## config.mk

```make
export PLATFORM = sky130hd
export DESIGN_NAME = flush_ctrl
export DESIGN_NICKNAME = d
export VERILOG_FILES = /design/src/rtl/flush_ctrl.sv
export SDC_FILE = /design/constraint.sdc
export NUM_CORES = 1
export LEC_CHECK = 0
export BUFFER_PORTS_ARGS = -buffer_cell sky130_fd_sc_hd__clkbuf_2
export CORE_AREA = 3 3 40 42
export CTS_CLUSTER_SIZE = 8
export DETAILED_ROUTE_END_ITERATION = 10
export DIE_AREA = 0 0 43 45
export MAX_ROUTING_LAYER = met4
export PLACE_DENSITY_LB_ADDON = 0.05
export SYNTH_ARGS = -nofsm -noshare
export SYNTH_HDL_FRONTEND = slang
export SYNTH_SLANG_ARGS = --single-unit
```

## constraint.sdc

```tcl
create_clock -name clk -period 1.95 [get_ports clk]
set_input_delay 0.2925 -clock clk [delete_from_list [all_inputs] [get_ports clk]]
set_output_delay 0.2925 -clock clk [all_outputs]
set_load 0.05 [all_outputs]
```

## src/rtl/flush_ctrl.sv

```systemverilog
`default_nettype none

module flush_ctrl #(
    parameter int  NUM_LINES = 64,
    localparam int IDX_W     = $clog2(NUM_LINES)
) (
    input  logic             clk,
    input  logic             reset,
    input  logic             flush,
    output logic             flush_valid,
    output logic [IDX_W-1:0] flush_index
);

    // Steps one line index per cycle from reset or the strobe
    always_ff @(posedge clk) begin
        if (reset || flush) begin
            flush_valid <= 1'b1;
            flush_index <= '0;
        end else if (flush_valid) begin
            if (flush_index == IDX_W'(NUM_LINES - 1)) begin
                flush_valid <= 1'b0;
            end
            flush_index <= flush_index + 1'b1;
        end
    end

endmodule

`default_nettype wire

```

==> parameters.txt <==
Parameter                              Value

Status
  Outcome    finished clean

Worst setup path
  Capturing element type of the critical path    output port
  Data required time of the worst path    1.66 ns
  Reg-to-reg startpoint    flush_valid$_SDFF_PP1_
  Cell count of the worst reg-to-reg path    3
  Standard cell with the maximum stage delay on the critical path    sky130_fd_sc_hd__dfxtp_1
  Capture point of the worst reg-to-reg path    flush_index[5]$_SDFFE_PP0P_
  Category of cells accounting for the largest share of critical-path delay    flip-flops
  Maximum fanout along the worst path    7
  Timing startpoint of the critical path    flush_valid$_SDFF_PP1_
  Crit start category    register
  Critical path capture point    flush_valid
  Number of buffer and inverter stages on the critical path    1
  Depth of the critical timing path with buffers and inverters included    1
  Worst R2R Setup Slack    0.73 ns
  Worst path max stage delay    0.48 ns
  CP Cell Sequence    clkbuf_2
  Worst path arrival time    1.07 ns
  Category of the most critical setup path    reg2out

Detailed routing
  Detailed-route DRC error count    0
  Drt first pass iters    2
  Drt first-iter violations    4
  Post-detailed-route count of antenna-violating nets    0
  Wirelength, routed    596 µm
  Average via count per standard cell    4.298
  Via count of the routed design    245
  Routed WL per cell    10.46 µm

Floorplan
  Initial standard-cell utilization of the core    22.78%
  DIE WIDTH    43 µm
  Standard-cell row count    13
  Area inside the core boundary    1285 µm²
  Total I/O pin count    10
  Die outline height    45 µm
  Die footprint    1935 µm²

Final layout
  Ant diodes    0
  Number of filler cells placed in the layout    148
  Cell area after layout    371.6 µm²
  Fraction of layout instances using a drive strength above 1    30.95%
  Synth-to-layout area growth    26.92%
  Total area of sequential cells    140.1 µm²
  Multi-input combinational cell area    141.4 µm²
  Count of nets after finishing    47

Synthesis
  Synth area leaders    sky130_fd_sc_hd__dfxtp_1 48%, sky130_fd_sc_hd__xor2_1 9.0%, sky130_fd_sc_hd__nor2_1 6.4%
  Top flip-flop cell by instance count after synthesis    sky130_fd_sc_hd__dfxtp_1
  Synth area leader    sky130_fd_sc_hd__dfxtp_1
  Count of flip-flops with a built-in enable after synthesis    0
  Mapped cell area    292.8 µm²
  Post-synthesis cell type count    18
  Dominant cell by count in the synthesized netlist    sky130_fd_sc_hd__dfxtp_1
  Yosys warning count    0
  Post-synthesis sequential area ratio    47.86%
  Mapped Nets    35
  Share of synthesized flip-flops with an asynchronous set or reset    0%
  Area share of the largest cell type after synthesis    47.86%
  Count of mapped cells out of synthesis    31
  Number of storage elements in the synthesis netlist    7
  Leading post-synthesis cells by instance count    7 x sky130_fd_sc_hd__dfxtp_1, 5 x sky130_fd_sc_hd__nor2_1, 3 x sky130_fd_sc_hd__xor2_1, 2 x sky130_fd_sc_hd__nand2_1
  Mean instance size in the synthesized netlist    9.445 µm²

Pwr
  Power after layout    0.0002988 W
  Proportion of total power due to net switching    23.26%
  Worst ir drop on vdd    0.3846 mV
  Net switching power figure    0.00006951 W
  Gate power share    6.0%
  Power per Cell Area    804.1 nW/µm²
  Seq pwr share    49.5%
  Lkg Pwr    0.1786 nW
  Share of power burned in the clock network    44.5%
  Pint    0.0002293 W

Timing
  Number of pins exceeding their max-slew limit in the final report    0
  Share of the clock period used by the worst path    69.70%
  Relative slew slack    81.48%
  Final period demand of the worst path    1.359 ns
  Maximum clock frequency    735.8 MHz
  Setup-violating endpoint count in the final report    0
  Unrepaired setup endpoints after global routing    no
  Worst-Margin Slew    0.2775 ns
  Hold violation count in the final report    0
  Post-Route Skew    0.008294 ns
  Final total negative setup slack    0 ns

Clocking
  Count of buffers added by post-CTS timing repair for setup    0
  Master cell of the clock root buffer    sky130_fd_sc_hd__clkbuf_4
  Clk pin slew, worst setup/hold paths    0.06 ns
  Sink Count    7
  Number of levels the H-tree was split into    1
  Post_cts resized    0
  CTS max path bufs    2
  CTS tree    built
  Clock buffers created by TritonCTS    3
  Count of hold-fix buffers inserted at cts    0
  Insertion delay to the later sink of the worst-skew pair    0.25 ns

GRT
  Overall global routing resource usage    7.811%
  Via count of the first global-routing pass    236
  Antenna violations before repair    0
  First-pass GRT wire length    986 µm
  Largest net degree at the start of global routing    8
  Leftover overflow at the end of global routing    0

Hold path
  Type of the tightest min-delay check    in2reg

Place
  DP Area    345.3 µm²
  Post-detailed-placement half-perimeter wirelength    461.1 µm
  Final estimated routing congestion in global placement    0.6497
  # port buffers    9

Flow run
  Maxcap violations    0
==> cell usage in the layout, fill, tap and decap left out, types with 2 or more instances in the layout <==
| master | netlist | final |
|---|---|---|
| sky130_fd_sc_hd__clkbuf_4 | 0 | 3 |
| sky130_fd_sc_hd__nand2_1 | 2 | 2 |
| sky130_fd_sc_hd__dfxtp_1 | 7 | 7 |
| sky130_fd_sc_hd__clkbuf_2 | 0 | 9 |
| sky130_fd_sc_hd__xor2_1 | 3 | 3 |
| sky130_fd_sc_hd__nor2_1 | 5 | 5 |
==> power groups by stage <==
stage | registers, W | clock network, W | logic (W)
final | 0.000148 | 0.000133 | 0.0000179
after global routing | 0.000148 | 0.000153 | 0.0000197
after CTS | 0.000148 | 0.000139 | 0.0000183
after detailed placement | 0.000151 | 0 | 0.0000183
after global placement | 0.000151 | 0 | 0.0000182
after floorplan | 0.000158 | 0 | 0.00000656
==> area by class of cell <==
| cell class | instances | share of cell area (%) |
|---|---|---|
| multi-input combinational | 22 | 38.05 |
| sequential | 7 | 37.71 |
| timing repair buffer | 9 | 12.12 |
| clock buffer | 4 | 7.071 |
| tap | 15 | 5.051 |
==> worst min path at each step <==
stage	startpoint	to	slack [ns]	cells past startpoint
floorplan	reset	flush_index[5]$_SDFFE_PP0P_	0.65	3
finish	flush	flush_index[5]$_SDFFE_PP0P_	0.45	3
detailed placement	flush_index[5]$_SDFFE_PP0P_	flush_index[5]$_SDFFE_PP0P_	0.51	2
CTS	flush	flush_index[5]$_SDFFE_PP0P_	0.45	3
global placement	flush_index[5]$_SDFFE_PP0P_	flush_index[5]$_SDFFE_PP0P_	0.50	2
global route	flush	flush_index[5]$_SDFFE_PP0P_	0.47	3
==> state kept, by name, indices dropped and copies added, names as in the netlist <==
signal and cells:
flush_valid 1, flush_index 6
==> per-stage QoR <==
step	hold WS (ns)	setup WS [ns]	std cells	util [%]
floorplan	0.6538	0.4509	31	-
global placement	0.5018	0.7985	53	26.87
detailed placement	0.5124	0.7499	53	26.87
CTS	0.4532	0.5920	57	28.92
global route	0.4679	0.5406	57	28.92
finish	0.4476	0.5909	57	28.92
==> tightest hold or removal path: cells and delay by family <==
kind,cells,cell delay (ns)
buffers and inverters,1,0.07
AOI/OAI and AO/OA,1,0.06
and+or+nand+nor,1,0.23
==> kinds of logic after synthesis <==
| group | after synthesis | synth area share (%) |
|---|---|---|
| XOR/XNOR | 4 | 11.97 |
| flip-flops | 7 | 47.86 |
| adder cells (fa/ha/maj) | 1 | 4.273 |
| AO/OA/AOI/OAI | 3 | 5.123 |
| multiplexers | 1 | 3.419 |
| AND/OR/NAND/NOR | 13 | 23.51 |
| buffers and inverters | 2 | 3.846 |
==> metal layers <==
metal	track usage (%)	vias up	part of all wire, %
met5	-	-	0
met4	3.614	0	1.0
met3	7.570	2	11
met2	11.08	10	44
met1	7.005	108	44
li1	-	125	-
No activity file was read; power rests on OpenSTA's default activity.
