`src/rtl/cache_cfg_pkg.sv`:
```
`default_nettype none

package cache_cfg_pkg;

    // Storage geometry
    localparam int WORD_BYTES  = 4;
    localparam int LINE_WORDS  = 4;
    localparam int WORD_W      = 8 * WORD_BYTES;
    localparam int LINE_BYTES  = WORD_BYTES * LINE_WORDS;
    localparam int LINE_W      = 8 * LINE_BYTES;
    localparam int WSEL_W      = $clog2(LINE_WORDS);

    // Top word address bit marks the uncached region
    localparam int WORD_ADDR_W = 30;
    localparam int LINE_ADDR_W = WORD_ADDR_W - WSEL_W;

    localparam int CORE_TAG_W  = 4;
    localparam int COUNT_W     = 32;

    typedef logic [WORD_W-1:0]      word_t;
    typedef logic [WORD_BYTES-1:0]  byteen_t;
    typedef logic [WORD_ADDR_W-1:0] word_addr_t;
    typedef logic [LINE_ADDR_W-1:0] line_addr_t;
    typedef logic [WSEL_W-1:0]      word_sel_t;
    typedef logic [LINE_W-1:0]      line_t;
    typedef logic [LINE_BYTES-1:0]  line_byteen_t;
    typedef logic [CORE_TAG_W-1:0]  core_tag_t;
    typedef logic [COUNT_W-1:0]     count_t;

endpackage

`default_nettype wire
```
`src/rtl/cache_bus_pkg.sv`:
```
`default_nettype none

package cache_bus_pkg;

    import cache_cfg_pkg::*;

    typedef struct packed {
        logic       rw;
        word_addr_t addr;
        byteen_t    byteen;
        word_t      data;
        core_tag_t  tag;
    } core_req_t;

    typedef struct packed {
        word_t     data;
        core_tag_t tag;
    } core_rsp_t;

    // Request tag is the line address itself
    typedef struct packed {
        logic         rw;
        line_addr_t   addr;
        line_byteen_t byteen;
        line_t        data;
    } dram_req_t;

    typedef struct packed {
        line_t      data;
        line_addr_t tag;
    } dram_rsp_t;

    typedef struct packed {
        count_t reads;
        count_t writes;
        count_t read_misses;
    } perf_counts_t;

    // Word request to line request with the write data replicated
    function automatic dram_req_t make_line_req(core_req_t req);
        dram_req_t line_req;
        word_sel_t wsel;
        wsel            = req.addr[WSEL_W-1:0];
        line_req.rw     = req.rw;
        line_req.addr   = req.addr[WORD_ADDR_W-1:WSEL_W];
        line_req.byteen = req.rw ? (line_byteen_t'(req.byteen) << (wsel * WORD_BYTES)) : '1;
        line_req.data   = {LINE_WORDS{req.data}};
        return line_req;
    endfunction

    function automatic word_t pick_word(line_t line, word_sel_t wsel);
        return line[wsel * WORD_W +: WORD_W];
    endfunction

endpackage

`default_nettype wire

```
`src/rtl/perf_counters.sv`:
```
`default_nettype none

module perf_counters (
    input  logic                        clk,
    input  logic                        reset,
    input  logic                        core_req_valid,
    input  logic                        core_req_ready,
    input  logic                        core_req_rw,
    input  logic                        read_miss,
    output cache_bus_pkg::perf_counts_t perf
);

    logic accept;

    assign accept = core_req_valid && core_req_ready;

    always_ff @(posedge clk) begin
        if (reset) begin
            perf <= '0;
        end else begin
            if (accept && !core_req_rw) perf.reads <= perf.reads + 1'b1;
            if (accept && core_req_rw) perf.writes <= perf.writes + 1'b1;
            // Bank strobe marks cached read misses only
            if (read_miss) perf.read_misses <= perf.read_misses + 1'b1;
        end
    end

endmodule

`default_nettype wire

```
`config.mk`:
```
export PLATFORM = sky130hd
export DESIGN_NAME = perf_counters
export DESIGN_NICKNAME = d
export VERILOG_FILES = /design/src/rtl/cache_cfg_pkg.sv /design/src/rtl/cache_bus_pkg.sv /design/src/rtl/perf_counters.sv
export SDC_FILE = /design/constraint.sdc
export NUM_CORES = 1
export LEC_CHECK = 0
export BUFFER_PORTS_ARGS = -buffer_cell sky130_fd_sc_hd__clkbuf_2
export CAP_MARGIN = 20
export CORE_UTILIZATION = 42
export DETAILED_ROUTE_END_ITERATION = 8
export GPL_TIMING_DRIVEN = 0
export PLACE_DENSITY = 0.71
export RECOVER_POWER = 50
export SETUP_SLACK_MARGIN = 0.02
export SLEW_MARGIN = 10
export SYNTH_ARGS = -nofsm -noshare
export SYNTH_HDL_FRONTEND = slang
export SYNTH_SLANG_ARGS = --single-unit
export TNS_END_PERCENT = 10
```
`constraint.sdc`:
```
create_clock -name clk -period 2.75 [get_ports clk]
set_input_delay 0.4125 -clock clk [delete_from_list [all_inputs] [get_ports clk]]
set_output_delay 0.4125 -clock clk [all_outputs]
set_load 0.05 [all_outputs]
```
==> metrics.txt, run 1 <==
final worst slack=339 ps; Hold Violations, Final=0; synth warn=0; core footprint=0.0105 mm²; vias per inst=5.81; antenna viol nets, final=0; maximum capacitance violations=0; H-Tree Depth=3; Hold Crit Class=in2reg; Async SR Flop Fraction=0; Clock Skew=7.13 ps; clock-pin transition on the worst setup and hold timing paths=90 ps; initial antenna violation count=0; RSZ-0062 raised after global routing=no; post_cts resized=0; largest net degree at the start of global routing=15; DIE HEIGHT=107 µm; routed wire length=12700 µm; Critical Path AT=2670 ps; die area=0.0114 mm²; Initial Util=0.441; Synth Cell Area=0.00463 mm²; clock buffers created by TritonCTS=9; Post CTS Setup Buffer Count=0; power per cell area=450 mW/mm²; Inst Count DP=786; transition time of the tightest slew-check pin=655 ps; I/O Buffers=99; synth-to-layout area growth=15.9%; sequential area share after synthesis=0.415; vias in the first global route=4199; Critical Path Sink Type=flip-flop; clock buffer depth=2; Total GRT Usage=0.216; Sum Neg Setup Slack=0 ps; GP Congestion=0.877; Req. time, crit path=3010 ps; Largest register FFs=96; Top reg by flops=perf; layout cells sized above 1=0.0617; status=finished, final reports clean; reported leakage power=1.63 nW; Hold-fix buffers, CTS=0; startpoint types=flip-flop; EDFF count, synth=0; Synth cell types=34; dpl hpwl=9130 µm; Critical Path Fanout Max=10; CTS tree=yes; Layout Utilization=0.511; via count=4650; largest registers=perf (96); first-pass GRT wire length=19900 µm; Max Transition Viols Final=0; critical path type=reg2reg; met2 WL=6000 µm; Mapped Nets=560; met3 wire length=615 µm; diode count=0; non-filler cells, final=801; Synth Area per Inst=8.40 µm²; DR pass1 iterations=4; Place WS=206 ps; Final Setup Violations=0; synth top area cells=dfxtp_1 (42%), a21oi_1 (5.6%), or4_1 (5.2%); Peak VDD IR=0.000247 V; minimum clock period=2410 ps; root buffer cell=clkbuf_8; Top Ports=102; Clock Latency Late Sink=360 ps; drt wl/cell=15.8 µm; DRT iter0 DRCs=236; final net count=670; # rows=37; Tcrit/Tclk final=0.877; drc violations=0; post-synth top area cell=dfxtp_1; wl on met1=5840 µm; max_slew headroom=0.565; # clock sinks=96; Synth Instances=551; Seq cells post-synth=96; fmax=415 MHz; Overflow after GRT=0; Die Width=107 µm; Main synth FF type=dfxtp_1; DR top layer=met4; Synth top area share=0.415
-- worst max-delay path, cell delays in order (launching register included) --
cell and delay, ps:
dfxtp_1 410, ha_1 260, nand2_1 110, or4_1 540
clkbuf_1 260, nor3_1 350, mux2_2 370
-- cell usage after synthesis, drive strengths merged (4+ instances only) --
cell type,n
dfxtp,96
a21oi,52
nor2,44
nand2,39
nand4,35
or4,32
nand3,28
or3,28
o21ai,25
o31ai,24
clkbuf,22
xor2,17
xnor2,13
and3,12
and4,12
mux2,12
nor2b,11
nor4,11
inv,10
nor3,8
buf,4
-- layout make-up --
type / count / area (µm²)
sequential: 96 / 1920
clock buffer: 12 / 145
timing repair buffer: 99 / 379
inverter: 10 / 37.5
fill: 1024 / 5140
multi-input combinational: 419 / 2570
buffer: 26 / 100
clock inverter: 3 / 42.5
tap: 136 / 170
-- cells by family (layout without fill, tap and decap cells) --
logic type | count (synthesis) | after routing | synth area share
AND/OR/NAND/NOR | 269 | 269 | 0.331
AO/OA/AOI/OAI | 104 | 104 | 0.128
flip-flops | 96 | 96 | 0.415
buffers and inverters | 36 | 150 | 0.0297
XOR/XNOR | 30 | 30 | 0.0567
multiplexers | 13 | 13 | 0.0313
adder cells (fa/ha/maj) | 3 | 3 | 0.00811
-- routing by layer --
metal  up-vias  track usage
met1      2239        0.274
met5         -            0
met4         0       0.0861
li1       2276            -
met3        17       0.0401
met2       118        0.360
-- per-stage QoR --
stage	cell area [µm²]	power, mW	hold slack [ps]
global placement	5300	1.52	475
global route	5370	2.51	384
floorplan	4630	1.49	623
detailed placement	5300	1.52	495
CTS	5480	2.44	368
finish	5370	2.42	388
-- path summary, 6_finish.rpt --
check / startpoint / endpoint / slack (ps) / depth (start not counted)
max: perf[65]$_SDFFE_PP0P_ / perf[92]$_SDFFE_PP0P_ / 340 / 6
min: read_miss / perf[1]$_SDFFE_PP0P_ / 390 / 3
max reg2reg: perf[65]$_SDFFE_PP0P_ / perf[92]$_SDFFE_PP0P_ / 340 / 6
min reg2reg: perf[55]$_SDFFE_PP0P_ / perf[55]$_SDFFE_PP0P_ / 500 / 2
-- cells in the final DEF (no fill, tap or decap), types with 13 or more instances in the layout --
master	n
a21oi_1	52
clkbuf_1	117
dfxtp_1	96
nand2_1	39
nand3_1	28
nand4_1	33
nor2_1	44
o21ai_0	25
o31ai_1	24
or3_1	28
or4_1	32
xnor2_1	13
xor2_1	17
-- report_power, final --
group | internal [mW] | leakage (nW) | switching [mW]
logic | 0.0187 | 0.762 | 0.0678
clock network | 0.440 | 0.0925 | 0.489
registers | 1.39 | 0.773 | 0.00701
(Power assumes the default switching activity.)
==> inputs of run 2 (changes only) <==
Settings changed: ABC_AREA set to 1.
==> run 2 against run 1 <==
  * First-iteration DRC count grew 29%
  * Sequential power is essentially flat
  * Sequential cell count is the same
  * Power grew 19%
  * Critical endpoint is now perf[12]$_SDFFE_PP0P_
  * Critical path depth grew 1
==> metrics.txt, run 2 <==
# clock sinks=96 (unchanged); R2R depth=7 (+1); FF-to-FF End=perf[12]$_SDFFE_PP0P_; Top reg by flops=perf; R2R Setup Slk=860 ps (+520 ps); routed wire length=14200 µm (+12%); Synth cell types=32 (-5.9%); vias in the first global route=4655 (+11%); minimum clock period=1890 ps (-521 ps); fmax=529 MHz (+28%); clock buffers created by TritonCTS=9 (unchanged); DR pass1 iterations=5 (+1); drt wl/cell=13.2 µm (-16%); Synth Cell Area=0.00519 mm² (+12%); Final Setup Violations=0 (unchanged); clock-pin transition on the worst setup and hold timing paths=70 ps (-20 ps); Critical Path AT=2130 ps (-540 ps); most frequent cell after synthesis=nand2_1; Peak VDD IR=0.000272 V (+10%); largest registers=perf (96); non-filler cells, final=1078 (+35%); H-Tree Depth=3 (unchanged); # rows=40 (+8.1%); Largest register FFs=96 (unchanged); GP Congestion=0.902 (+2.8%); Comb pwr share=0.036 (about the same); vias per inst=5.03 (-13%); die area=0.0128 mm² (+12%); most frequent cells in the layout=nand2_1 (203), nor2_1 (156), inv_1 (108), dfxtp_1 (96), clkbuf_1 (78); Total GRT Usage=0.225 (+0.00923); post-synth top area cell=dfxtp_1; Hold-fix buffers, CTS=0 (unchanged); Synth Area per Inst=6.37 µm² (-24%); diode count=0 (unchanged); antenna viol nets, final=0 (unchanged); layout cells sized above 1=0.0849 (+0.0232); final net count=935 (+40%); initial antenna violation count=0 (unchanged); I/O Buffers=101 (+2.0%); maximum capacitance violations=0 (unchanged); Hold Crit Class=in2reg; Critical Path Fanout Max=6 (-4); EDFF count, synth=0 (unchanged); Max Transition Viols Final=0 (unchanged); Reg-to-Reg Start=perf[0]$_SDFFE_PP0P_; Req. time, crit path=3000 ps (about the same); Clock Latency Late Sink=360 ps (about the same); reported leakage power=2.38 nW (+46%); Seq cells post-synth=96 (unchanged); RSZ-0062 raised after global routing=no; Tcrit/Tclk final=0.687 (-0.190); Hold Crit Depth=3 (unchanged); Pint=2.24 mW (+21%); sw power=0.650 mW (+15%); dpl hpwl=10600 µm (+16%); Fillers=1264 (+23%); Hold Violations, Final=0 (unchanged); core footprint=0.0120 mm² (+14%); power per cell area=474 mW/mm² (+5.4%); crit path to=perf[12]$_SDFFE_PP0P_; Critical Path Sink Type=flip-flop; synth-to-layout area growth=17.3%; status=finished, final reports clean; root buffer cell=clkbuf_16; final worst slack=861 ps (+521 ps); Overflow after GRT=0 (unchanged); DIE HEIGHT=113 µm (+5.7%); synth warn=0 (unchanged); Post CTS Setup Buffer Count=0 (unchanged); Place WS=965 ps (+760 ps); Inst Count DP=1062 (+35%); drc violations=0 (unchanged); Synth Instances=814 (+48%); largest net degree at the start of global routing=16 (+1); Mapped Nets=823 (+47%); part of the power in the clock network=0.478 (+0.094); transition time of the tightest slew-check pin=757 ps (+102 ps); Synth top area share=0.370 (-0.0446); Die Width=113 µm (+5.7%); max_slew headroom=0.495 (-0.0700); synth top area cells=dfxtp_1 (37%), nand2_1 (15%), nor2_1 (11%); sequential area share after synthesis=0.370 (-0.0446); CTS tree=yes; Top Ports=102 (unchanged); critical path type=reg2reg; Crit. Startpoint=perf[0]$_SDFFE_PP0P_; post_cts resized=0 (unchanged); Async SR Flop Fraction=0 (unchanged); startpoint types=flip-flop; DRT iter0 DRCs=305 (+29%); clock buffer depth=2 (unchanged); commonest non-fill, non-tap cell in the layout=nand2_1; via count=5424 (+17%); Switching Share=0.225 (-0.00789); Sum Neg Setup Slack=0 ps (unchanged); Seq pwr share=0.486 (-0.094); first-pass GRT wire length=22800 µm (+14%); Main synth FF type=dfxtp_1; Initial Util=0.432 (-0.00867); commonest cells in the netlist=nand2_1 (202), nor2_1 (150), inv_1 (107); Clock Skew=4.94 ps (-2.19 ps); hold_sp=core_req_ready; Layout Utilization=0.507 (-0.00421)
-- run 2: cell count changes after synthesis, moves of 12 or more --
cell | before | now
nand2_1 | 39 | 202
or3_1 | 28 | 0
or4_1 | 32 | 0
nand3_1 | 28 | 57
mux2_2 | 12 | 0
and4_1 | 12 | 0
nand4_1 | 33 | 21
nor2_1 | 44 | 150
inv_1 | 10 | 107
clkbuf_1 | 22 | 7
nor2_2 | 0 | 15
o31ai_1 | 24 | 0
-- run 2: worst max-delay path, stage by stage, from the launching register on --
cell     delay, ps
dfxtp_1        450
ha_1           250
nand3_1        180
nor2_1         260
nor3b_2        330
nand2_1        120
o21ai_1        130
nor2_1          50
-- run 2: layout make-up --
class / count / area (µm²) / share of cell area
clock inverters: 6 / 82.6 / 0.0136
inverters: 109 / 409 / 0.0672
multi-input cells: 598 / 2790 / 0.458
well taps: 147 / 184 / 0.0302
plain buffers: 11 / 42.5 / 0.00699
flip-flops and latches: 96 / 1920 / 0.316
repair buffers: 101 / 419 / 0.0689
clock buffers: 10 / 239 / 0.0393
-- run 2: worst min path at each step --
stage,endpoint,slack (ps)
2_1_floorplan,perf[66]$_SDFFE_PP0P_,600
3_3_place_gp,perf[77]$_SDFFE_PP0P_,470
3_5_place_dp,perf[77]$_SDFFE_PP0P_,470
4_1_cts,perf[66]$_SDFFE_PP0P_,450
5_1_grt,perf[32]$_SDFFE_PP0P_,430
6_report,perf[32]$_SDFFE_PP0P_,410
-- run 2: logic make-up after synthesis --
| logic type | after synthesis | synth area share |
|---|---|---|
| compound gates | 89 | 0.0921 |
| xor+xnor | 12 | 0.0203 |
| fa+ha+maj | 3 | 0.00723 |
| buf+inv | 120 | 0.0873 |
| flops | 96 | 0.370 |
| simple gates | 494 | 0.423 |
-- run 2: layer usage --
layer  global-route usage  vias to the layer above  routed length, µm
li1                     -                     2821                  -
met3               0.0364                       12                777
met5                    0                        -                  0
met4               0.0825                        0                206
met2                0.362                      147               6420
met1                0.304                     2444               6830
-- run 2: metrics by stage --
stage	hold WS [ps]	power, mW	cell area (µm²)
3_3_place_gp	469	1.54	5880
2_1_floorplan	601	1.50	5190
5_1_grt	430	2.96	6080
3_5_place_dp	468	1.54	5880
4_1_cts	451	2.90	6200
6_report	414	2.89	6080
-- run 2: power groups by stage --
| stage | Clock [mW] | Sequential (mW) | Combinational (mW) |
|---|---|---|---|
| after floorplan | 0 | 1.45 | 0.0521 |
| after global placement | 0 | 1.43 | 0.106 |
| after detailed placement | 0 | 1.43 | 0.107 |
| after CTS | 1.39 | 1.40 | 0.108 |
| after global routing | 1.44 | 1.40 | 0.116 |
| final | 1.38 | 1.40 | 0.105 |
