<file path="config.mk">
export PLATFORM = sky130hd
export DESIGN_NAME = uncached_bypass
export DESIGN_NICKNAME = d
export VERILOG_FILES = /design/src/rtl/cache_cfg_pkg.sv /design/src/rtl/cache_bus_pkg.sv /design/src/rtl/uncached_bypass.sv
export SDC_FILE = /design/constraint.sdc
export NUM_CORES = 1
export LEC_CHECK = 0
export BUFFER_PORTS_ARGS = -buffer_cell sky130_fd_sc_hd__buf_2
export CAP_MARGIN = 20
export CORE_AREA = 10 10 324 326
export DETAILED_ROUTE_END_ITERATION = 16
export DIE_AREA = 0 0 334 336
export PLACE_DENSITY_LB_ADDON = 0.25
export SYNTH_ARGS = -nofsm -noshare
export SYNTH_HDL_FRONTEND = slang
export SYNTH_SLANG_ARGS = --single-unit
</file>
<file path="constraint.sdc">
create_clock -name clk -period 3.4 [get_ports clk]
set_input_delay 0.51 -clock clk [delete_from_list [all_inputs] [get_ports clk]]
set_output_delay 0.51 -clock clk [all_outputs]
set_load 0.05 [all_outputs]
</file>
<file path="src/rtl/cache_cfg_pkg.sv">
`default_nettype none

package cache_cfg_pkg;

    // Storage geometry
    localparam int WORD_BYTES  = 4;
    localparam int LINE_WORDS  = 4;
    localparam int WORD_W      = 8 * WORD_BYTES;
    localparam int LINE_BYTES  = WORD_BYTES * LINE_WORDS;
    localparam int LINE_W      = 8 * LINE_BYTES;
    localparam int WSEL_W      = $clog2(LINE_WORDS);

    // Top word address bit marks the uncached region
    localparam int WORD_ADDR_W = 30;
    localparam int LINE_ADDR_W = WORD_ADDR_W - WSEL_W;

    localparam int CORE_TAG_W  = 4;
    localparam int COUNT_W     = 32;

    typedef logic [WORD_W-1:0]      word_t;
    typedef logic [WORD_BYTES-1:0]  byteen_t;
    typedef logic [WORD_ADDR_W-1:0] word_addr_t;
    typedef logic [LINE_ADDR_W-1:0] line_addr_t;
    typedef logic [WSEL_W-1:0]      word_sel_t;
    typedef logic [LINE_W-1:0]      line_t;
    typedef logic [LINE_BYTES-1:0]  line_byteen_t;
    typedef logic [CORE_TAG_W-1:0]  core_tag_t;
    typedef logic [COUNT_W-1:0]     count_t;

endpackage

`default_nettype wire
</file>
<file path="src/rtl/cache_bus_pkg.sv">
`default_nettype none

package cache_bus_pkg;

    import cache_cfg_pkg::*;

    typedef struct packed {
        logic       rw;
        word_addr_t addr;
        byteen_t    byteen;
        word_t      data;
        core_tag_t  tag;
    } core_req_t;

    typedef struct packed {
        word_t     data;
        core_tag_t tag;
    } core_rsp_t;

    // Request tag is the line address itself
    typedef struct packed {
        logic         rw;
        line_addr_t   addr;
        line_byteen_t byteen;
        line_t        data;
    } dram_req_t;

    typedef struct packed {
        line_t      data;
        line_addr_t tag;
    } dram_rsp_t;

    typedef struct packed {
        count_t reads;
        count_t writes;
        count_t read_misses;
    } perf_counts_t;

    // Word request to line request with the write data replicated
    function automatic dram_req_t make_line_req(core_req_t req);
        dram_req_t line_req;
        word_sel_t wsel;
        wsel            = req.addr[WSEL_W-1:0];
        line_req.rw     = req.rw;
        line_req.addr   = req.addr[WORD_ADDR_W-1:WSEL_W];
        line_req.byteen = req.rw ? (line_byteen_t'(req.byteen) << (wsel * WORD_BYTES)) : '1;
        line_req.data   = {LINE_WORDS{req.data}};
        return line_req;
    endfunction

    function automatic word_t pick_word(line_t line, word_sel_t wsel);
        return line[wsel * WORD_W +: WORD_W];
    endfunction

endpackage

`default_nettype wire

</file>
<file path="src/rtl/uncached_bypass.sv">
`default_nettype none

module uncached_bypass (
    input  logic                     clk,
    input  logic                     reset,
    input  logic                     core_req_valid,
    input  cache_bus_pkg::core_req_t core_req,
    output logic                     core_req_ready,
    output logic                     core_rsp_valid,
    output cache_bus_pkg::core_rsp_t core_rsp,
    output logic                     bank_req_valid,
    output cache_bus_pkg::core_req_t bank_req,
    input  logic                     bank_idle,
    input  logic                     bank_rsp_valid,
    input  cache_bus_pkg::core_rsp_t bank_rsp,
    input  logic                     bank_dram_req_valid,
    input  cache_bus_pkg::dram_req_t bank_dram_req,
    output logic                     bank_dram_req_ready,
    output logic                     fill_valid,
    output cache_cfg_pkg::line_t     fill_data,
    input  logic                     rsp_valid,
    input  cache_bus_pkg::dram_rsp_t rsp,
    output logic                     rsp_pop,
    output logic                     dram_req_valid,
    output cache_bus_pkg::dram_req_t dram_req,
    input  logic                     dram_req_ready
);
    import cache_cfg_pkg::*;
    import cache_bus_pkg::*;

    typedef enum logic [1:0] {IDLE, SEND, WAIT_RSP} state_t;

    state_t    state;
    core_req_t byp_req_q;
    core_rsp_t byp_rsp_q;
    logic      byp_rsp_valid_q;

    logic      accept;
    logic      uncached;
    logic      rsp_uncached;
    logic      byp_sent;

    // One request in flight across bank and bypass
    assign uncached       = core_req.addr[WORD_ADDR_W-1];
    assign core_req_ready = (state == IDLE) && bank_idle;
    assign accept         = core_req_valid && core_req_ready;

    assign bank_req_valid = accept && !uncached;
    assign bank_req       = core_req;

    // Bank requests win the DRAM port
    assign dram_req_valid      = bank_dram_req_valid || (state == SEND);
    assign dram_req            = bank_dram_req_valid ? bank_dram_req : make_line_req(byp_req_q);
    assign bank_dram_req_ready = dram_req_ready;
    assign byp_sent            = (state == SEND) && !bank_dram_req_valid && dram_req_ready;

    // Tag bit 27 set means the line belongs to the uncached region
    assign rsp_uncached = rsp.tag[LINE_ADDR_W-1];
    assign rsp_pop      = rsp_valid;
    assign fill_valid   = rsp_valid && !rsp_uncached;
    assign fill_data    = rsp.data;

    assign core_rsp_valid = bank_rsp_valid || byp_rsp_valid_q;
    assign core_rsp       = bank_rsp_valid ? bank_rsp : byp_rsp_q;

    always_ff @(posedge clk) begin
        if (reset) begin
            state           <= IDLE;
            byp_rsp_valid_q <= 1'b0;
        end else begin
            byp_rsp_valid_q <= 1'b0;
            case (state)
                IDLE: begin
                    if (accept && uncached) state <= SEND;
                end
                SEND: begin
                    if (byp_sent) state <= byp_req_q.rw ? IDLE : WAIT_RSP;
                end
                WAIT_RSP: begin
                    if (rsp_valid && rsp_uncached) begin
                        byp_rsp_valid_q <= 1'b1;
                        state           <= IDLE;
                    end
                end
                default: state <= IDLE;
            endcase
        end
    end

    always_ff @(posedge clk) begin
        if (accept && uncached) byp_req_q <= core_req;
        if (state == WAIT_RSP) begin
            byp_rsp_q.data <= pick_word(rsp.data, byp_req_q.addr[WSEL_W-1:0]);
            byp_rsp_q.tag  <= byp_req_q.tag;
        end
    end

endmodule

`default_nettype wire

</file>
==> metrics.md, run 1 <==
| Metric | Value |
|---|---|
| Status | finished clean |
| I/O pins | 859 |
| Hold Path Class | input pin to register |
| P&R area growth vs syn | 56.8% |
| Total Wirelength | 66.2 mm |
| DRC | 0 |
| Synthesis warning total | 0 |
| Bufs and invs on worst path | 2 |
| Core Area | 0.0981 mm^2 |
| # port buffers | 831 |
| Crit-path max FO | 10 |
| Die outline width | 334 um |
| WS Path Type | register to output pin |
| Vias in the first global route | 9049 |
| Clk_lat worst skew | 0.42 ns |
| First-pass GRT wire length | 83.9 mm |
| Clock root buffer | clkbuf_16 |
| LEAKAGE | 6.05 nW |
| DRT iter0 DRCs | 389 |
| Initial antenna violation count | 31 |
| Vias/cell | 3.02 |
| Final Max Tran Viols | 0 |
| Drt first pass iters | 4 |
| Grt ovf | 0 |
| Max IR drop VDD | 0.284 mV |
| FILL cells | 11424 |
| Worst path slowest cell | edfxtp_1 |
| Top cell type's share of synthesized area | 40.1% |
| Overall Global Routing Usage | 11.2% |
| Mapped Cells | 802 |
| Fin area | 0.0126 mm^2 |
| Clock sinks | 110 |
| Final HPWL DP | 60.3 mm |
| CTS hold repair buffers | 0 |
| Max Cap Viol | 0 |
| Minimum clock period | 2.73 ns |
| Worst Tran Pin Value | 0.875 ns |
| Avg WL per Cell | 24.3 um |
| Sequential-to-total area share from yosys stat | 40.8% |
| Syn_nets | 1246 |
| Worst-path clk slew | 0.09 ns |
| Initial core utilization | 8.17% |
| Synth unique cells | 25 |
| Worst Setup End Kind | output pin |
| Power Total | 4.94 mW |
| Post-CTS Setup Inserts | 0 |
| Post-synthesis register bit count | 110 |
| H-Tree Level Count | 3 |
| Met1 WL | 23.9 mm |
| Fin Hold WS | 0.275 ns |
| PD cells | 393 mW/mm^2 |
| Final Hold Fails | 0 |
| Row count | 115 |
| Cell Area, Synth | 0.00802 mm^2 |
| Finished Layout Cells | 2721 |
| Gp weighted congestion | 0.825 |
| Critical Path AT | 2.22 ns |
| Largest net degree at the start of global routing | 72 |
| Post-CTS sizing | 0 |
| Post-DP Area | 0.0123 mm^2 |
| Worst setup SP type | register |
| Chip height | 336 um |
| Max Clk Rate | 366 MHz |
| Worst clock skew | 0.0155 ns |
| Routed wl met2 | 32.7 mm |
| Inst Count DP | 2698 |
| Full die area | 0.112 mm^2 |
| Setup total negative slack | 0 ns |
| NumNets Final | 1866 |
| Final setup violation count | 0 |
| Crit-path cells | buf_4 > or3b_2 > a21oi_1 > buf_2 |
| Max_slew headroom | 41.7% |
| RSZ-0062 raised after global routing | false |
| Num CTS Buffers | 9 |
| Layout cells sized above 1 | 67.9% |
| Final ANT Viol Nets | 0 |
| Largest cells by area after synthesis | edfxtp_1, buf_4, nand2_1, mux2_2, mux4_2 |
| Max incr delay on CP | 0.63 ns |
| Top Metal Used | met5 |
| Synth area leader | edfxtp_1 |
| Met3 WL | 7.87 mm |
| Final period utilization | 80.3% |
| CTS tree | done |
| Worst Path Required | 2.89 ns |
| Routed via count | 8219 |
| Family with the most delay on the worst path | flip-flops |
| Max Buffers Root-to-Sink | 2 |
| Syn avg cell area | 10.0 um^2 |
==> cell type report <==
type | count | area (um^2) | share of cell area [%]
Timing Repair Buffer | 849 | 4340 | 34.5
Sequential cell | 110 | 3270 | 26.0
Multi-Input combinational cell | 451 | 3040 | 24.2
Tap cell | 1287 | 1610 | 12.8
Clock buffer | 9 | 225 | 1.79
Clock inverter | 6 | 70.1 | 0.557
Antenna cell | 8 | 20.0 | 0.159
Inverter | 1 | 3.75 | 0.0298
==> stage by stage <==
stage               setup WS (ns)  util (%)
global placement            0.756      12.5
detailed placement          0.782      12.5
global route                0.439      12.8
CTS                         0.475      12.8
floorplan                   0.137         -
finish                      0.668      12.8
==> flip-flops by register name, indices dropped and copies added, names as in the netlist <==
name             cells
byp_req_q           71
byp_rsp_q           36
state                2
byp_rsp_valid_q      1
==> cells in the final DEF (no fill, tap or decap) <==
cell type / synthesis / final
or4b_1: 1 / 1
nor3b_1: 2 / 2
nand4bb_1: 1 / 1
nor2b_1: 19 / 18
buf_2: 30 / 830
o32ai_1: 2 / 2
diode_2: 0 / 8
edfxtp_1: 107 / 107
nand3_1: 4 / 4
nor2b_2: 0 / 1
or3b_2: 4 / 4
inv_2: 0 / 1
and3_4: 0 / 1
clkbuf_16: 0 / 9
buf_4: 202 / 15
bufinv_16: 0 / 1
dfxtp_1: 3 / 3
a21o_1: 1 / 1
and2_1: 1 / 1
mux2_2: 64 / 64
buf_6: 2 / 1
buf_12: 0 / 3
inv_6: 0 / 2
a21oi_1: 16 / 16
nand2b_1: 37 / 37
mux4_2: 32 / 32
nor2_1: 1 / 1
nand3b_1: 8 / 8
nand2_1: 256 / 256
or2_2: 1 / 1
clkinvlp_4: 0 / 3
==> Yosys cell counts <==
cell type	instances
o32ai_1	2
and3_1	1
dfxtp_1	3
a21oi_1	16
mux2_2	64
edfxtp_1	107
nor2_1	1
or2_2	1
nand3b_1	8
or3b_2	4
a21o_1	1
buf_4	202
nand3_1	4
and2_1	1
clkbuf_1	6
buf_2	30
nand2_1	256
mux4_2	32
buf_6	2
nor2b_1	19
or4b_1	1
nor3b_1	2
nand4bb_1	1
inv_1	1
nand2b_1	37
==> per-layer routing <==
metal | track usage, % | vias up
met5 | 0 | -
met4 | 3.33 | 8
met3 | 5.96 | 90
met2 | 19.5 | 552
met1 | 11.4 | 3821
li1 | - | 3748
==> report_power, final <==
part	total (mW)	internal, mW	leakage (nW)	switching [mW]
combinational	2.17	0.526	4.91	1.65
sequential	1.54	1.52	0.999	0.0124
clock	1.23	0.575	0.135	0.653
total	4.94	2.62	6.05	2.31
==> path summary, 6_finish.rpt <==
path | slack (ns) | endpoint | start | cells past startpoint
max reg2reg | 1.34 | byp_rsp_q[28] | byp_req_q[41] | 4
min | 0.27 | byp_req_q[62] | core_req[62] | 1
min reg2reg | 0.42 | byp_rsp_q[3] | byp_req_q[3] | 0
max | 0.67 | dram_req[128] | byp_req_q[41] | 4
==> cell families after synthesis <==
family | after synthesis | share of synthesized area [%]
AND/OR/NAND/NOR | 336 | 18.5
buffers and inverters | 241 | 21.4
flip-flops | 110 | 40.8
multiplexers | 96 | 18.0
AO/OA/AOI/OAI | 19 | 1.31
Note: power is estimated with default switching activity, not from simulation.
==> run 2: changes to the inputs <==
==> constraint.sdc (replaced) <==
create_clock -name clk -period 2.8 [get_ports clk]
set_input_delay 0.42 -clock clk [delete_from_list [all_inputs] [get_ports clk]]
set_output_delay 0.42 -clock clk [all_outputs]
set_load 0.05 [all_outputs]
==> metrics.md, run 2 (synthesis gave the netlist of run 1 again) <==
| Metric | Value |
|---|---|
| Int Power | 3.23 mW |
| Seq pwr share | 30.7% |
| Crit. Startpoint | byp_req_q[41] |
| Clk_lat worst skew | 0.42 ns |
| Gp weighted congestion | 0.822 |
| R2R setup slack | 0.98 ns |
| Post-CTS Setup Inserts | 0 |
| # port buffers | 831 |
| Num CTS Buffers | 9 |
| Worst Path Required | 2.38 ns |
| Grt ovf | 0 |
| Clock share of power | 25.8% |
| Final ANT Viol Nets | 0 |
| Biggest regs | byp_req_q (71), byp_rsp_q (36), state (2) |
| M3 GR Usage | 4.20% |
| Initial antenna violation count | 39 |
| Final period utilization | 96.7% |
| Critical Path AT | 2.29 ns |
| Clock root buffer | clkbuf_16 |
| Row count | 115 |
| WS Path Type | register to output pin |
| DRT iter0 DRCs | 298 |
| Initial core utilization | 8.17% |
| Status | finished clean |
| Clock sinks | 110 |
| Worst R2R Path Depth | 3 |
| Max Cap Viol | 0 |
| Vias/cell | 2.99 |
| CTS tree | done |
| Final HPWL DP | 59.2 mm |
| Switching power total | 2.83 mW |
| I/O pins | 859 |
| Largest net degree at the start of global routing | 49 |
| Comb pwr share | 43.5% |
| Most common cell after layout, fill and taps aside | buf_2 |
| Commonest cells after routing, fill and taps aside | buf_2, nand2_1, edfxtp_1 |
| Worst clock skew | 0.0187 ns |
| Max IR drop VDD | 0.323 mV |
| LEAKAGE | 6.15 nW |
| Final Max Tran Viols | 0 |
| Top reg by flops | byp_req_q |
| NumNets Final | 1875 |
| Busiest layer in global routing | met2 |
| Met1 global-route usage | 12.2% |
| Fin area | 0.0128 mm^2 |
| DRC | 0 |
| Core Area | 0.0981 mm^2 |
| Fin Hold WS | 0.179 ns |
| P&R area growth vs syn | 59.3% |
| Minimum clock period | 2.71 ns |
| RSZ-0062 raised after global routing | false |
| Post-CTS sizing | 0 |
| Max_slew headroom | 39.1% |
| First-pass GRT wire length | 82.5 mm |
| Final Hold Fails | 0 |
| Die outline width | 334 um |
| Avg WL per Cell | 23.8 um |
| Drt first pass iters | 4 |
| Worst Tran Pin Value | 0.913 ns |
| Setup total negative slack | 0 ns |
| Worst Setup End Kind | output pin |
| Overall Global Routing Usage | 10.9% |
| Max Buffers Root-to-Sink | 2 |
| Full die area | 0.112 mm^2 |
| Hold Path Class | input pin to register |
| Critical Path Sink | dram_req[128] |
| Routed via count | 8157 |
| Switching Fraction | 46.7% |
| Power Total | 6.06 mW |
| Crit-path max FO | 17 |
| Max reg flops | 71 |
| Chip height | 336 um |
| Worst-path clk slew | 0.10 ns |
| H-Tree Level Count | 3 |
| Final setup violation count | 0 |
| Post-DP Area | 0.0124 mm^2 |
| Total Wirelength | 64.9 mm |
| Worst r2r dst | byp_rsp_q[35] |
| Reg2reg start | byp_req_q[40] |
| CTS hold repair buffers | 0 |
| Vias in the first global route | 8990 |
| Max Clk Rate | 369 MHz |
| GR Util met2 | 19.1% |
| Worst setup SP type | register |
| Layout cells sized above 1 | 68.2% |
| PD cells | 474 mW/mm^2 |
==> run 2: routing by layer <==
| metal | share of wire, % | up-vias |
|---|---|---|
| met2 | 49 | 527 |
| met3 | 8.3 | 97 |
| met4 | 2.7 | 10 |
| li1 | - | 3763 |
| met5 | 0.10 | - |
| met1 | 40 | 3760 |
==> run 2: final cells by class <==
cell class	count	area, um^2
diodes	8	20.0
clock buffers	9	225
inverters	1	3.75
clock inverters	7	86.3
well taps	1287	1610
flip-flops and latches	110	3270
multi-input cells	451	3040
repair buffers	858	4520
fillers	11368	85400
==> run 2: stage by stage <==
stage | instances | setup WS (ns) | util, %
floorplan | 802 | 0.195 | -
global placement | 2707 | 0.573 | 12.7
detailed placement | 2707 | 0.574 | 12.7
CTS | 2723 | 0.0724 | 13.0
global route | 2726 | 0.0411 | 13.0
finish | 2731 | 0.0917 | 13.0
==> run 2: worst min-delay path by stage <==
stage / slack (ns) / start / cells past startpoint / to
4_1_cts: 0.12 / core_req[61] / 1 / byp_req_q[61]
2_1_floorplan: 0.40 / byp_req_q[0] / 0 / byp_rsp_q[0]
3_5_place_dp: 0.41 / byp_req_q[0] / 0 / byp_rsp_q[0]
5_1_grt: 0.13 / core_req[60] / 1 / byp_req_q[60]
3_3_place_gp: 0.40 / byp_req_q[2] / 0 / byp_rsp_q[2]
6_report: 0.18 / core_req[29] / 1 / byp_req_q[29]
==> run 2: power groups by stage <==
stage,registers (mW),logic (mW),clock network (mW)
3_5_place_dp,1.90,2.69,0
4_1_cts,1.86,2.69,1.69
3_3_place_gp,1.90,2.70,0
5_1_grt,1.87,2.77,1.70
6_report,1.86,2.64,1.56
2_1_floorplan,1.90,1.87,0
==> run 2: worst max-delay path, cell delays in order (launching register included) <==
cell      delay, ns
edfxtp_1       0.42
buf_12         0.19
or3b_2         0.51
a21oi_1        0.40
buf_2          0.35
